===== config.mk =====
export PLATFORM = sky130hd
export DESIGN_NAME = decode_stage
export DESIGN_NICKNAME = d
export VERILOG_FILES = /design/src/rtl/decode_pkg.sv /design/src/rtl/basic_decoder.sv /design/src/rtl/decode_stage.sv /design/src/rtl/decoder.sv /design/src/rtl/operand_extract.sv
export VERILOG_INCLUDE_DIRS = /design/src /design/src/rtl
export SDC_FILE = /design/constraint.sdc
export NUM_CORES = 1
export LEC_CHECK = 0
export BUFFER_PORTS_ARGS = -buffer_cell sky130_fd_sc_hd__buf_4
export CAP_MARGIN = 20
export CORE_AREA = 2 2 149 151
export DETAILED_ROUTE_END_ITERATION = 8
export DIE_AREA = 0 0 151 153
export MAX_ROUTING_LAYER = met4
export PLACE_DENSITY = 0.73
export SLEW_MARGIN = 20
export SYNTH_ARGS = -nofsm -noshare
export SYNTH_HDL_FRONTEND = slang
export SYNTH_HIERARCHICAL = 1
export SYNTH_SLANG_ARGS = --single-unit

===== constraint.sdc =====
create_clock -name clk -period 10.1 [get_ports clk]
set_clock_uncertainty 0.1 [all_clocks]
set_input_delay 3.03 -clock clk [delete_from_list [all_inputs] [get_ports clk]]
set_output_delay 3.03 -clock clk [all_outputs]
set_load 0.01 [all_outputs]

===== src/rtl/decode_defs.svh =====
`ifndef DECODE_DEFS_SVH
`define DECODE_DEFS_SVH

// instructions carried by one fetch packet
`define DEC_LANES 2

// architectural register id width, 32 GPRs
`define ARF_W 5

// data path and address width
`define XLEN 32

// fetch packets are 8-byte aligned, lane n sits at pc + 4*n
`define LANE_BYTES 4

`endif


===== src/rtl/decode_pkg.sv =====
`include "decode_defs.svh"

package decode_pkg;

    // register id and machine word
    typedef logic [`ARF_W-1:0] arf_id_t;
    typedef logic [`XLEN-1:0]  word_t;

    // where a read operand comes from
    typedef enum logic [2:0] {
        rs_zero, rs_rd, rs_rj, rs_rk, rs_imm
    } reg_sel_t;

    // which field names the destination
    typedef enum logic [1:0] {
        ws_none, ws_rd, ws_rj, ws_r1
    } reg_w_sel_t;

    typedef enum logic [1:0] {
        imm_s12, imm_u12, imm_u5, imm_s20
    } imm_type_t;

    // branch and memory offsets
    typedef enum logic [1:0] {
        aimm_s12, aimm_s16, aimm_s26
    } addr_imm_type_t;

    typedef enum logic [1:0] {
        unit_alu, unit_lsu, unit_bru
    } unit_t;

    typedef enum logic [3:0] {
        br_none, br_beq, br_bne, br_blt, br_bge, br_bltu, br_bgeu,
        br_b, br_bl, br_jirl
    } br_type_t;

    typedef enum logic [3:0] {
        alu_add, alu_sub, alu_slt, alu_sltu, alu_and, alu_or,
        alu_xor, alu_nor, alu_sll, alu_srl, alu_sra, alu_lui
    } alu_op_t;

    // per-instruction result of the opcode match
    typedef struct packed {
        word_t          inst;
        reg_sel_t       reg_type_r0;
        reg_sel_t       reg_type_r1;
        reg_w_sel_t     reg_type_w;
        imm_type_t      imm_type;
        addr_imm_type_t addr_imm_type;
        unit_t          unit;
        alu_op_t        alu_op;
        br_type_t       br_type;
        logic           mem_write;
        logic [1:0]     mem_size;
        logic           mem_signed;
        logic           decode_err;
    } decode_info_t;

    // fetch to decode
    typedef struct packed {
        word_t                        pc;
        word_t [`DEC_LANES-1:0]       insts;
        logic [`DEC_LANES-1:0]        mask;
    } f_d_pkg_t;

    // decode to rename, sources of lane n at index 2n and 2n+1
    typedef struct packed {
        logic [`DEC_LANES-1:0]          r_valid;
        word_t [`DEC_LANES-1:0]         pc;
        arf_id_t [2*`DEC_LANES-1:0]     r_id;
        arf_id_t [`DEC_LANES-1:0]       w_id;
        logic [2*`DEC_LANES-1:0]        reg_need;
        logic [2*`DEC_LANES-1:0]        use_imm;
        logic [`DEC_LANES-1:0]          w_reg;
        logic [`DEC_LANES-1:0]          w_mem;
        word_t [`DEC_LANES-1:0]         data_imm;
        word_t [`DEC_LANES-1:0]         addr_imm;
        unit_t [`DEC_LANES-1:0]         unit;
        alu_op_t [`DEC_LANES-1:0]       alu_op;
        br_type_t [`DEC_LANES-1:0]      br_type;
        logic [`DEC_LANES-1:0][1:0]     msize;
        logic [`DEC_LANES-1:0]          msigned;
        logic [`DEC_LANES-1:0]          decode_err;
    } d_r_pkg_t;

endpackage


===== src/rtl/basic_decoder.sv =====
`timescale 1ns/10ps

module basic_decoder (
    input  decode_pkg::word_t        inst,
    output decode_pkg::decode_info_t info
);

    import decode_pkg::*;

    logic [16:0] op17;
    logic [9:0]  op10;
    logic [6:0]  op7;
    logic [5:0]  op6;

    logic        is_3r;
    logic        is_shi;
    logic        is_i12;
    logic        is_upper;
    logic        is_mem;
    logic        is_br;
    logic        i12_zext;
    logic        mem_wr;
    logic        mem_sg;
    logic [1:0]  mem_sz;
    alu_op_t     alu_r;
    alu_op_t     alu_i;
    br_type_t    br_sel;

    assign op17 = inst[31:15];
    assign op10 = inst[31:22];
    assign op7  = inst[31:25];
    assign op6  = inst[31:26];

    // 3R and shift-immediate forms share the 17-bit opcode
    always_comb begin
        is_3r  = 1'b1;
        is_shi = 1'b0;
        alu_r  = alu_add;
        case (op17)
            17'h00020: alu_r = alu_add;
            17'h00022: alu_r = alu_sub;
            17'h00024: alu_r = alu_slt;
            17'h00025: alu_r = alu_sltu;
            17'h00028: alu_r = alu_nor;
            17'h00029: alu_r = alu_and;
            17'h0002a: alu_r = alu_or;
            17'h0002b: alu_r = alu_xor;
            17'h0002e: alu_r = alu_sll;
            17'h0002f: alu_r = alu_srl;
            17'h00030: alu_r = alu_sra;
            17'h00081: begin is_3r = 1'b0; is_shi = 1'b1; alu_r = alu_sll; end
            17'h00089: begin is_3r = 1'b0; is_shi = 1'b1; alu_r = alu_srl; end
            17'h00091: begin is_3r = 1'b0; is_shi = 1'b1; alu_r = alu_sra; end
            default:   is_3r = 1'b0;
        endcase
    end

    // 12-bit immediate alu and loads/stores
    always_comb begin
        is_i12   = 1'b1;
        i12_zext = 1'b0;
        alu_i    = alu_add;
        case (op10)
            10'h008: alu_i = alu_slt;
            10'h009: alu_i = alu_sltu;
            10'h00a: alu_i = alu_add;
            10'h00d: begin alu_i = alu_and; i12_zext = 1'b1; end
            10'h00e: begin alu_i = alu_or;  i12_zext = 1'b1; end
            10'h00f: begin alu_i = alu_xor; i12_zext = 1'b1; end
            default: is_i12 = 1'b0;
        endcase
    end

    // size lives in the low opcode bits for every ld/st
    assign mem_sz = op10[1:0];

    always_comb begin
        is_mem = 1'b1;
        mem_wr = 1'b0;
        mem_sg = 1'b0;
        case (op10)
            10'h0a0, 10'h0a1, 10'h0a2: mem_sg = 1'b1;
            10'h0a4, 10'h0a5, 10'h0a6: mem_wr = 1'b1;
            10'h0a8, 10'h0a9:          mem_sg = 1'b0;
            default:                   is_mem = 1'b0;
        endcase
    end

    // lu12i.w and pcaddu12i
    assign is_upper = (op7 == 7'h0a) || (op7 == 7'h0e);

    always_comb begin
        is_br  = 1'b1;
        br_sel = br_none;
        case (op6)
            6'h13:   br_sel = br_jirl;
            6'h14:   br_sel = br_b;
            6'h15:   br_sel = br_bl;
            6'h16:   br_sel = br_beq;
            6'h17:   br_sel = br_bne;
            6'h18:   br_sel = br_blt;
            6'h19:   br_sel = br_bge;
            6'h1a:   br_sel = br_bltu;
            6'h1b:   br_sel = br_bgeu;
            default: is_br  = 1'b0;
        endcase
    end

    always_comb begin
        info      = '0;
        info.inst = inst;
        if (is_3r) begin
            info.reg_type_r0 = rs_rj;
            info.reg_type_r1 = rs_rk;
            info.reg_type_w  = ws_rd;
            info.alu_op      = alu_r;
        end else if (is_shi) begin
            info.reg_type_r0 = rs_rj;
            info.reg_type_r1 = rs_imm;
            info.reg_type_w  = ws_rd;
            info.imm_type    = imm_u5;
            info.alu_op      = alu_r;
        end else if (is_i12) begin
            info.reg_type_r0 = rs_rj;
            info.reg_type_r1 = rs_imm;
            info.reg_type_w  = ws_rd;
            info.imm_type    = i12_zext ? imm_u12 : imm_s12;
            info.alu_op      = alu_i;
        end else if (is_upper) begin
            info.reg_type_r0 = rs_zero;
            info.reg_type_r1 = rs_imm;
            info.reg_type_w  = ws_rd;
            info.imm_type    = imm_s20;
            // pcaddu12i adds to pc in the alu
            info.alu_op      = op7[2] ? alu_add : alu_lui;
        end else if (is_mem) begin
            info.unit          = unit_lsu;
            info.reg_type_r0   = rs_rj;
            info.reg_type_r1   = mem_wr ? rs_rd : rs_imm;
            info.reg_type_w    = mem_wr ? ws_none : ws_rd;
            info.addr_imm_type = aimm_s12;
            info.mem_write     = mem_wr;
            info.mem_size      = mem_sz;
            info.mem_signed    = mem_sg;
        end else if (is_br) begin
            info.unit    = unit_bru;
            info.br_type = br_sel;
            case (br_sel)
                br_b: info.addr_imm_type = aimm_s26;
                br_bl: begin
                    info.reg_type_w    = ws_r1;
                    info.addr_imm_type = aimm_s26;
                end
                br_jirl: begin
                    info.reg_type_r0   = rs_rj;
                    info.reg_type_w    = ws_rd;
                    info.addr_imm_type = aimm_s16;
                end
                // compare rj against rd
                default: begin
                    info.reg_type_r0   = rs_rj;
                    info.reg_type_r1   = rs_rd;
                    info.addr_imm_type = aimm_s16;
                end
            endcase
        end else begin
            info.decode_err = 1'b1;
        end
    end

endmodule


===== src/rtl/decode_stage.sv =====
`timescale 1ns/10ps

module decode_stage (
    input  logic                 clk,
    input  logic                 rst_n,

    // from fetch
    input  logic                 in_valid,
    output logic                 in_ready,
    input  decode_pkg::f_d_pkg_t in_pkt,

    // to rename
    output logic                 out_valid,
    input  logic                 out_ready,
    output decode_pkg::d_r_pkg_t out_pkt
);

    import decode_pkg::*;

    logic     full;
    logic     load;
    f_d_pkg_t pkt_q;

    // accept when empty or when the held packet leaves this cycle
    assign in_ready = !full || out_ready;
    assign load     = in_valid && in_ready;

    always_ff @(posedge clk or negedge rst_n) begin
        if (!rst_n) begin
            full <= 1'b0;
        end else if (in_ready) begin
            // refill on transfer, otherwise the register drains
            full <= in_valid;
        end
    end

    always_ff @(posedge clk) begin
        if (load) begin
            pkt_q <= in_pkt;
        end
    end

    assign out_valid = full;

    // decode straight off the held packet
    decoder i_decoder (
        .f_pkg (pkt_q),
        .r_pkg (out_pkt)
    );

endmodule


===== src/rtl/decoder.sv =====
`timescale 1ns/10ps
`include "decode_defs.svh"

module decoder (
    input  decode_pkg::f_d_pkg_t f_pkg,
    output decode_pkg::d_r_pkg_t r_pkg
);

    import decode_pkg::*;

    decode_info_t       info     [`DEC_LANES];
    arf_id_t [1:0]      r_id     [`DEC_LANES];
    arf_id_t            w_id     [`DEC_LANES];
    word_t              data_imm [`DEC_LANES];
    word_t              addr_imm [`DEC_LANES];

    for (genvar i = 0; i < `DEC_LANES; i++) begin : g_lane
        basic_decoder i_basic_decoder (
            .inst (f_pkg.insts[i]),
            .info (info[i])
        );

        operand_extract i_operand_extract (
            .info     (info[i]),
            .r_id     (r_id[i]),
            .w_id     (w_id[i]),
            .data_imm (data_imm[i]),
            .addr_imm (addr_imm[i])
        );
    end

    always_comb begin
        for (int i = 0; i < `DEC_LANES; i++) begin
            r_pkg.r_valid[i] = f_pkg.mask[i];
            // aligned packet, so or-ing in the lane offset is an add
            r_pkg.pc[i]      = f_pkg.pc | word_t'(i * `LANE_BYTES);

            r_pkg.r_id[2*i]     = r_id[i][0];
            r_pkg.r_id[2*i+1]   = r_id[i][1];
            r_pkg.w_id[i]       = w_id[i];

            r_pkg.reg_need[2*i]   = (info[i].reg_type_r0 != rs_zero) &&
                                    (info[i].reg_type_r0 != rs_imm);
            r_pkg.reg_need[2*i+1] = (info[i].reg_type_r1 != rs_zero) &&
                                    (info[i].reg_type_r1 != rs_imm);
            r_pkg.use_imm[2*i]    = info[i].reg_type_r0 == rs_imm;
            r_pkg.use_imm[2*i+1]  = info[i].reg_type_r1 == rs_imm;

            r_pkg.w_reg[i]      = info[i].reg_type_w != ws_none;
            r_pkg.w_mem[i]      = info[i].mem_write;
            r_pkg.data_imm[i]   = data_imm[i];
            r_pkg.addr_imm[i]   = addr_imm[i];

            r_pkg.unit[i]       = info[i].unit;
            r_pkg.alu_op[i]     = info[i].alu_op;
            r_pkg.br_type[i]    = info[i].br_type;
            r_pkg.msize[i]      = info[i].mem_size;
            r_pkg.msigned[i]    = info[i].mem_signed;
            r_pkg.decode_err[i] = info[i].decode_err;
        end
    end

endmodule


===== src/rtl/operand_extract.sv =====
`timescale 1ns/10ps

module operand_extract (
    input  decode_pkg::decode_info_t  info,
    output decode_pkg::arf_id_t [1:0] r_id,
    output decode_pkg::arf_id_t       w_id,
    output decode_pkg::word_t         data_imm,
    output decode_pkg::word_t         addr_imm
);

    import decode_pkg::*;

    arf_id_t rd;
    arf_id_t rj;
    arf_id_t rk;

    assign rd = info.inst[4:0];
    assign rj = info.inst[9:5];
    assign rk = info.inst[14:10];

    // zero and imm both read r0
    function automatic arf_id_t sel_read(input reg_sel_t sel, input arf_id_t f_rd,
                                         input arf_id_t f_rj, input arf_id_t f_rk);
        arf_id_t id;
        case (sel)
            rs_rd:   id = f_rd;
            rs_rj:   id = f_rj;
            rs_rk:   id = f_rk;
            default: id = '0;
        endcase
        return id;
    endfunction

    assign r_id[0] = sel_read(info.reg_type_r0, rd, rj, rk);
    assign r_id[1] = sel_read(info.reg_type_r1, rd, rj, rk);

    always_comb begin
        case (info.reg_type_w)
            ws_rd:   w_id = rd;
            ws_rj:   w_id = rj;
            // link register of bl
            ws_r1:   w_id = arf_id_t'(1);
            default: w_id = '0;
        endcase
    end

    always_comb begin
        case (info.imm_type)
            imm_s12: data_imm = {{20{info.inst[21]}}, info.inst[21:10]};
            imm_u12: data_imm = {20'b0, info.inst[21:10]};
            imm_u5:  data_imm = {27'b0, info.inst[14:10]};
            default: data_imm = {{12{info.inst[24]}}, info.inst[24:5]};
        endcase
    end

    // branch offsets count words, so two zero bits go below
    always_comb begin
        case (info.addr_imm_type)
            aimm_s12: addr_imm = {{20{info.inst[21]}}, info.inst[21:10]};
            aimm_s16: addr_imm = {{14{info.inst[25]}}, info.inst[25:10], 2'b00};
            default:  addr_imm = {{4{info.inst[9]}}, info.inst[9:0], info.inst[25:10], 2'b00};
        endcase
    end

endmodule


==> results of run 1 <==
[state kept, by name, summed over array words and instances (netlist names)]
name       cells
out_valid      1
pkt_q         98
[per-stage QoR]
step           util, %  std cells  power, mW  worst slack, ns  cell area (sq um)
2_1_floorplan        -        747      0.670             3.80               7360
3_3_place_gp      42.6       1213      0.771             3.56               9160
3_5_place_dp      42.6       1213      0.774             3.55               9160
4_1_cts           44.0       1229       1.12             3.42               9450
5_1_grt           44.0       1229       1.16             3.14               9450
6_report          44.0       1229       1.11             3.40               9450
[cells in the final DEF (no fill, tap or decap), types with 5 or more instances in the layout]
| cell type | instances |
|---|---|
| mux2i_1 | 41 |
| inv_1 | 36 |
| and2_1 | 11 |
| nand2b_1 | 15 |
| a21o_1 | 26 |
| o32ai_1 | 16 |
| o21ai_0 | 25 |
| nor3_1 | 14 |
| or3_1 | 6 |
| nor2_1 | 60 |
| a21oi_1 | 24 |
| edfxtp_1 | 98 |
| a22o_1 | 15 |
| conb_1 | 5 |
| or2_1 | 8 |
| a211oi_1 | 10 |
| buf_4 | 369 |
| clkbuf_16 | 9 |
| mux2_2 | 15 |
| nand3_1 | 23 |
| nor3b_1 | 11 |
| nand2_1 | 24 |
| mux2_4 | 7 |
| nor2b_1 | 10 |
[final cells by class]
type | instances | area, sq um
fillers | 2071 | 12000
flip-flops and latches | 99 | 2970
multi-input cells | 429 | 2930
repair buffers | 369 | 2770
well taps | 280 | 350
clock buffers | 10 | 229
inverters | 36 | 135
clock inverters | 6 | 62.6
[critical path, delay by kind of cell (launching register included)]
kind / cells / cell delay [ns]
AO/OA/AOI/OAI: 4 / 1.28
flip-flops: 1 / 0.57
AND/OR/NAND/NOR: 3 / 1.19
buffers and inverters: 1 / 0.17
[layer usage]
metal / track usage, % / routed length (um)
met1: 25.3 / 9600
met2: 29.7 / 10800
met3: 4.12 / 1840
met4: 5.96 / 529
met5: - / 0
[power by group]
| group | internal, mW | switching [mW] |
|---|---|---|
| logic | 0.132 | 0.117 |
| registers | 0.481 | 0.0355 |
| clock network | 0.173 | 0.174 |
| total | 0.785 | 0.327 |
[final timing paths]
check / to / cells after the start
worst max-delay path: out_pkt[184] / 8
worst min-delay path: out_valid$_DFFE_PN0P_ / 2
worst max register to register: pkt_q[73]$_DFFE_PP_ / 3
worst min register to register: out_valid$_DFFE_PN0P_ / 2
max in group asynchronous: out_valid$_DFFE_PN0P_ / 1
min in group asynchronous: out_valid$_DFFE_PN0P_ / 1
==> results.yml, run 1 <==
sta:
  fin_crit_sh_pct: 66.3
  finalSetupViolations: 0
  rsz0062_at_grt: "false"
  finalMaxSlewViolations: 0
  period_minus_slack_ns: 6.70
  slew_headroom_pct: 39.4
  worst_pin_slew_ns: 0.909
  hold_viol: 0
  finalSetupTns_ns: 0
  fmaxAchievable_mhz: 149
  holdWs_ns: 0.485
power:
  p_per_area_nw_per_um2: 118
  p_leak_nw: 4.13
  irDropWorstVdd_v: 0.0000918
setup_path:
  r2r_slack_ns: 7.85
  path_cells: "or4b_1 -> or4b_4 -> a21oi_4 -> nor2_1 -> a21oi_1 -> a21oi_1 -> a211oi_1 -> buf_4"
  crit_arrival_ns: 3.57
  crit_type: "flip-flop to output port"
  cpMostUsedCell: "a21oi_1"
  required_ns: 6.97
  cp_max_fo: 12
  crit-reg2reg-launch: "out_valid$_DFFE_PN0P_"
  slowest_delay_ns: 0.72
  worstSetupStartpointType: "flip-flop"
  slowest_stage: "a21oi_1"
  crit_start: "pkt_q[20]$_DFFE_PP_"
  crit_path_end_kind: "output port"
routing:
  routed_wl_mm: 22.8
  drc: 0
  firstDrtPassIters: 5
  vias_per_cell: 5.06
  wire_per_inst_um: 18.6
  num_vias: 6224
  drtIter0Drc: 434
  postRouteAntennaNets: 0
floorplanning:
  die_w_um: 151
  rows: 54
  ios: 368
  initial_utilization_pct: 34.2
  fp.dieH_um: 153
  coreArea_sq_um: 21500
  die_area_sq_um: 23100
logic_synthesis:
  yosysWarnings: 6
  syn_area_per_cell_sq_um: 9.87
  syn_inst: 745
  syn_area_sq_um: 7360
global_route:
  antenna_found_initial: 0
  grt_pass1_wl_mm: 33.3
  grt_max_degree: 61
  grt_pass1_vias: 5796
  gr-usage-all-layers_pct: 19.2
  overflow: 0
layout:
  drive_gt1_share_pct: 44.2
  syn_to_final_growth_pct: 28.4
  layout.nets: 1046
  diodes: 0
job:
  maxCapViolations: 0
clock_network:
  cts.sink_count: 99
  cts_hold_buf: 0
  htreeDepth: 3
  cts_buffers: 9
  ctsResizeCount: 0
  cts_setup_buffers: 0
  clkLatencyLatePin_ns: 0.35
  cts_tree: "yes"
  cts-root-buf: "clkbuf_16"
  clk_pin_slew_worst_paths_ns: 0.08
  clockBufferDepth: 2
worst_hold_path:
  hp-start: "out_valid$_DFFE_PN0P_"
  hp-class: "flip-flop to flip-flop"
run_status:
  outcome: "completed"
placement:
  dp_hpwl_mm: 17.6
  place.port_buffers: 364
  gp_congestion: 0.916
(Power assumes the default switching activity.)
==> run 2, diff against run 1 <==
--- a/config.mk
+++ b/config.mk
@@ -6,11 +6,12 @@
 export SDC_FILE = /design/constraint.sdc
 export NUM_CORES = 1
 export LEC_CHECK = 0
+export ABC_AREA = 1
 export BUFFER_PORTS_ARGS = -buffer_cell sky130_fd_sc_hd__buf_4
 export CAP_MARGIN = 20
-export CORE_AREA = 2 2 149 151
+export CORE_AREA = 2 2 159 161
 export DETAILED_ROUTE_END_ITERATION = 8
-export DIE_AREA = 0 0 151 153
+export DIE_AREA = 0 0 161 163
 export MAX_ROUTING_LAYER = met4
 export PLACE_DENSITY = 0.73
 export SLEW_MARGIN = 20
==> constraint.sdc (replaced) <==
create_clock -name clk -period 5.8 [get_ports clk]
set_clock_uncertainty 0.1 [all_clocks]
set_input_delay 1.74 -clock clk [delete_from_list [all_inputs] [get_ports clk]]
set_output_delay 1.74 -clock clk [all_outputs]
set_load 0.01 [all_outputs]
==> run 2 against run 1 <==
Net effect: critical path depth increased by 5; sequential power increased by 72%; total power increased by 77%; clock-buffer cell count decreased by 1; largest cell class is now multi-input gates; first-iteration DRC count increased by 120%.
==> results.yml, run 2 <==
global_route:
  antenna_found_initial: 0
  overflow: 0
  grt_pass1_wl_mm: 39.5
  met1_usage_pct: 24.6
  grt_pass1_vias: 7310
  grt_max_degree: 45
  gr-usage-all-layers_pct: 19.6
  busiest_layer: "met2"
  met2_usage_pct: 32.2
  grt_util_met3_pct: 3.92
power:
  power_frac_seq_pct: 45.1
  p_sw_mw: 0.618
  p_clk_share_pct: 30.3
  power.total_mw: 1.97
  swShare_pct: 31.3
  p_int_mw: 1.36
  p_per_area_nw_per_um2: 191
  p_leak_nw: 4.98
  irDropWorstVdd_v: 0.000116
  pwr-share-comb_pct: 24.6
floorplanning:
  rows: 58
  die_area_sq_um: 26200
  ios: 368
  fp.dieH_um: 163
  die_w_um: 161
  initial_utilization_pct: 33.8
  coreArea_sq_um: 24700
sta:
  holdWs_ns: 0.502
  finalSetupViolations: 0
  finalSetupTns_ns: 0
  slew_headroom_pct: 56.0
  period_minus_slack_ns: 4.97
  hold_viol: 0
  finalMaxSlewViolations: 0
  fmaxAchievable_mhz: 201
  layout_setup_ws_ns: 0.828
  fin_crit_sh_pct: 85.7
  rsz0062_at_grt: "false"
  worst_pin_slew_ns: 0.658
setup_path:
  path_cells: "nor2_1 -> nand2_2 -> nor2_4 -> nand4_1 -> nand2_1 -> nor2_1 -> nand3_1 -> inv_1 -> nand2_1 -> inv_1 -> nand4_1 -> nand3_1 -> buf_4"
  cp_max_fo: 31
  slowest_stage: "edfxtp_1"
  crit_path_end_kind: "output port"
  slowest_delay_ns: 0.53
  crit_arrival_ns: 3.13
  crit_type: "flip-flop to output port"
  required_ns: 3.96
  worstSetupStartpointType: "flip-flop"
logic_synthesis:
  yosysWarnings: 6
  syn_inst: 1109
  syn_area_sq_um: 8340
  syn_area_per_cell_sq_um: 7.52
clock_network:
  cts.sink_count: 99
  cts_setup_buffers: 0
  clk_pin_slew_worst_paths_ns: 0.08
  htreeDepth: 3
  clockBufferDepth: 2
  cts_tree: "yes"
  cts-root-buf: "clkbuf_16"
  cts_hold_buf: 0
  ctsResizeCount: 0
  cts_buffers: 9
  clkLatencyLatePin_ns: 0.35
routing:
  vias_per_cell: 5.00
  postRouteAntennaNets: 0
  num_vias: 8138
  routed_wl_mm: 26.9
  drtIter0Drc: 938
  wire_per_inst_um: 16.5
  firstDrtPassIters: 5
  drc: 0
placement:
  gp_congestion: 0.965
  dp_hpwl_mm: 21.3
  dpl.cell_count: 1613
  place_ws_ns: 1.25
  placed_cell_area_sq_um: 10100
  place.port_buffers: 364
worst_hold_path:
  hp-class: "flip-flop to flip-flop"
layout:
  final_util_pct: 41.9
  finalNonFillerCells: 1629
  drive_gt1_share_pct: 33.7
  most-common-layout-cells: "buf_4 (368), nand2_1 (156), nor2_1 (140), inv_1 (132), nand3_1 (118)"
  top_register: "pkt_q"
  layout.nets: 1396
  diodes: 0
  design_area_sq_um: 10300
  syn_to_final_growth_pct: 24.1
  final_common_cell: "buf_4"
  largest_reg_flops: 98
  nFillCells: 2545
run_status:
  outcome: "completed"
job:
  maxCapViolations: 0
## run 2: area by class of cell
class	count	area, sq um	share of cell area (%)
Tap cell	330	413	3.99
Sequential cell	99	2970	28.7
Timing Repair Buffer	368	2760	26.7
Inverter	138	523	5.05
Clock buffer	9	225	2.18
Clock inverter	7	60.1	0.580
Multi-Input combinational cell	678	3400	32.8
## run 2: power groups by stage
stage	registers [mW]	clock network, mW	logic (mW)
after global routing	0.894	0.647	0.523
after detailed placement	0.903	0	0.484
after global placement	0.904	0	0.482
final	0.889	0.598	0.486
after floorplan	0.876	0	0.317
after CTS	0.888	0.622	0.484
## run 2: metal layers
metal	share of wire [%]	vias up
li1	-	3952
met1	42	3713
met2	48	419
met3	8.1	54
met4	2.4	0
met5	0	-
## run 2: worst paths after layout
path / startpoint / to / slack [ns] / cells after the start
setup / recovery: pkt_q[27]$_DFFE_PP_ / out_pkt[186] / 0.83 / 13
hold / removal: out_valid$_DFFE_PN0P_ / out_valid$_DFFE_PN0P_ / 0.50 / 2
setup reg to reg: out_valid$_DFFE_PN0P_ / pkt_q[21]$_DFFE_PP_ / 3.78 / 2
hold reg to reg: out_valid$_DFFE_PN0P_ / out_valid$_DFFE_PN0P_ / 0.50 / 2
max in group asynchronous: rst_n / out_valid$_DFFE_PN0P_ / 4.48 / 1
min in group asynchronous: rst_n / out_valid$_DFFE_PN0P_ / 1.04 / 1
## run 2: critical path, delay by kind of cell, from the launching register on
family                 cells  cell delay (ns)
buffers and inverters      3             0.41
AND/OR/NAND/NOR           10             1.81
flip-flops                 1             0.53
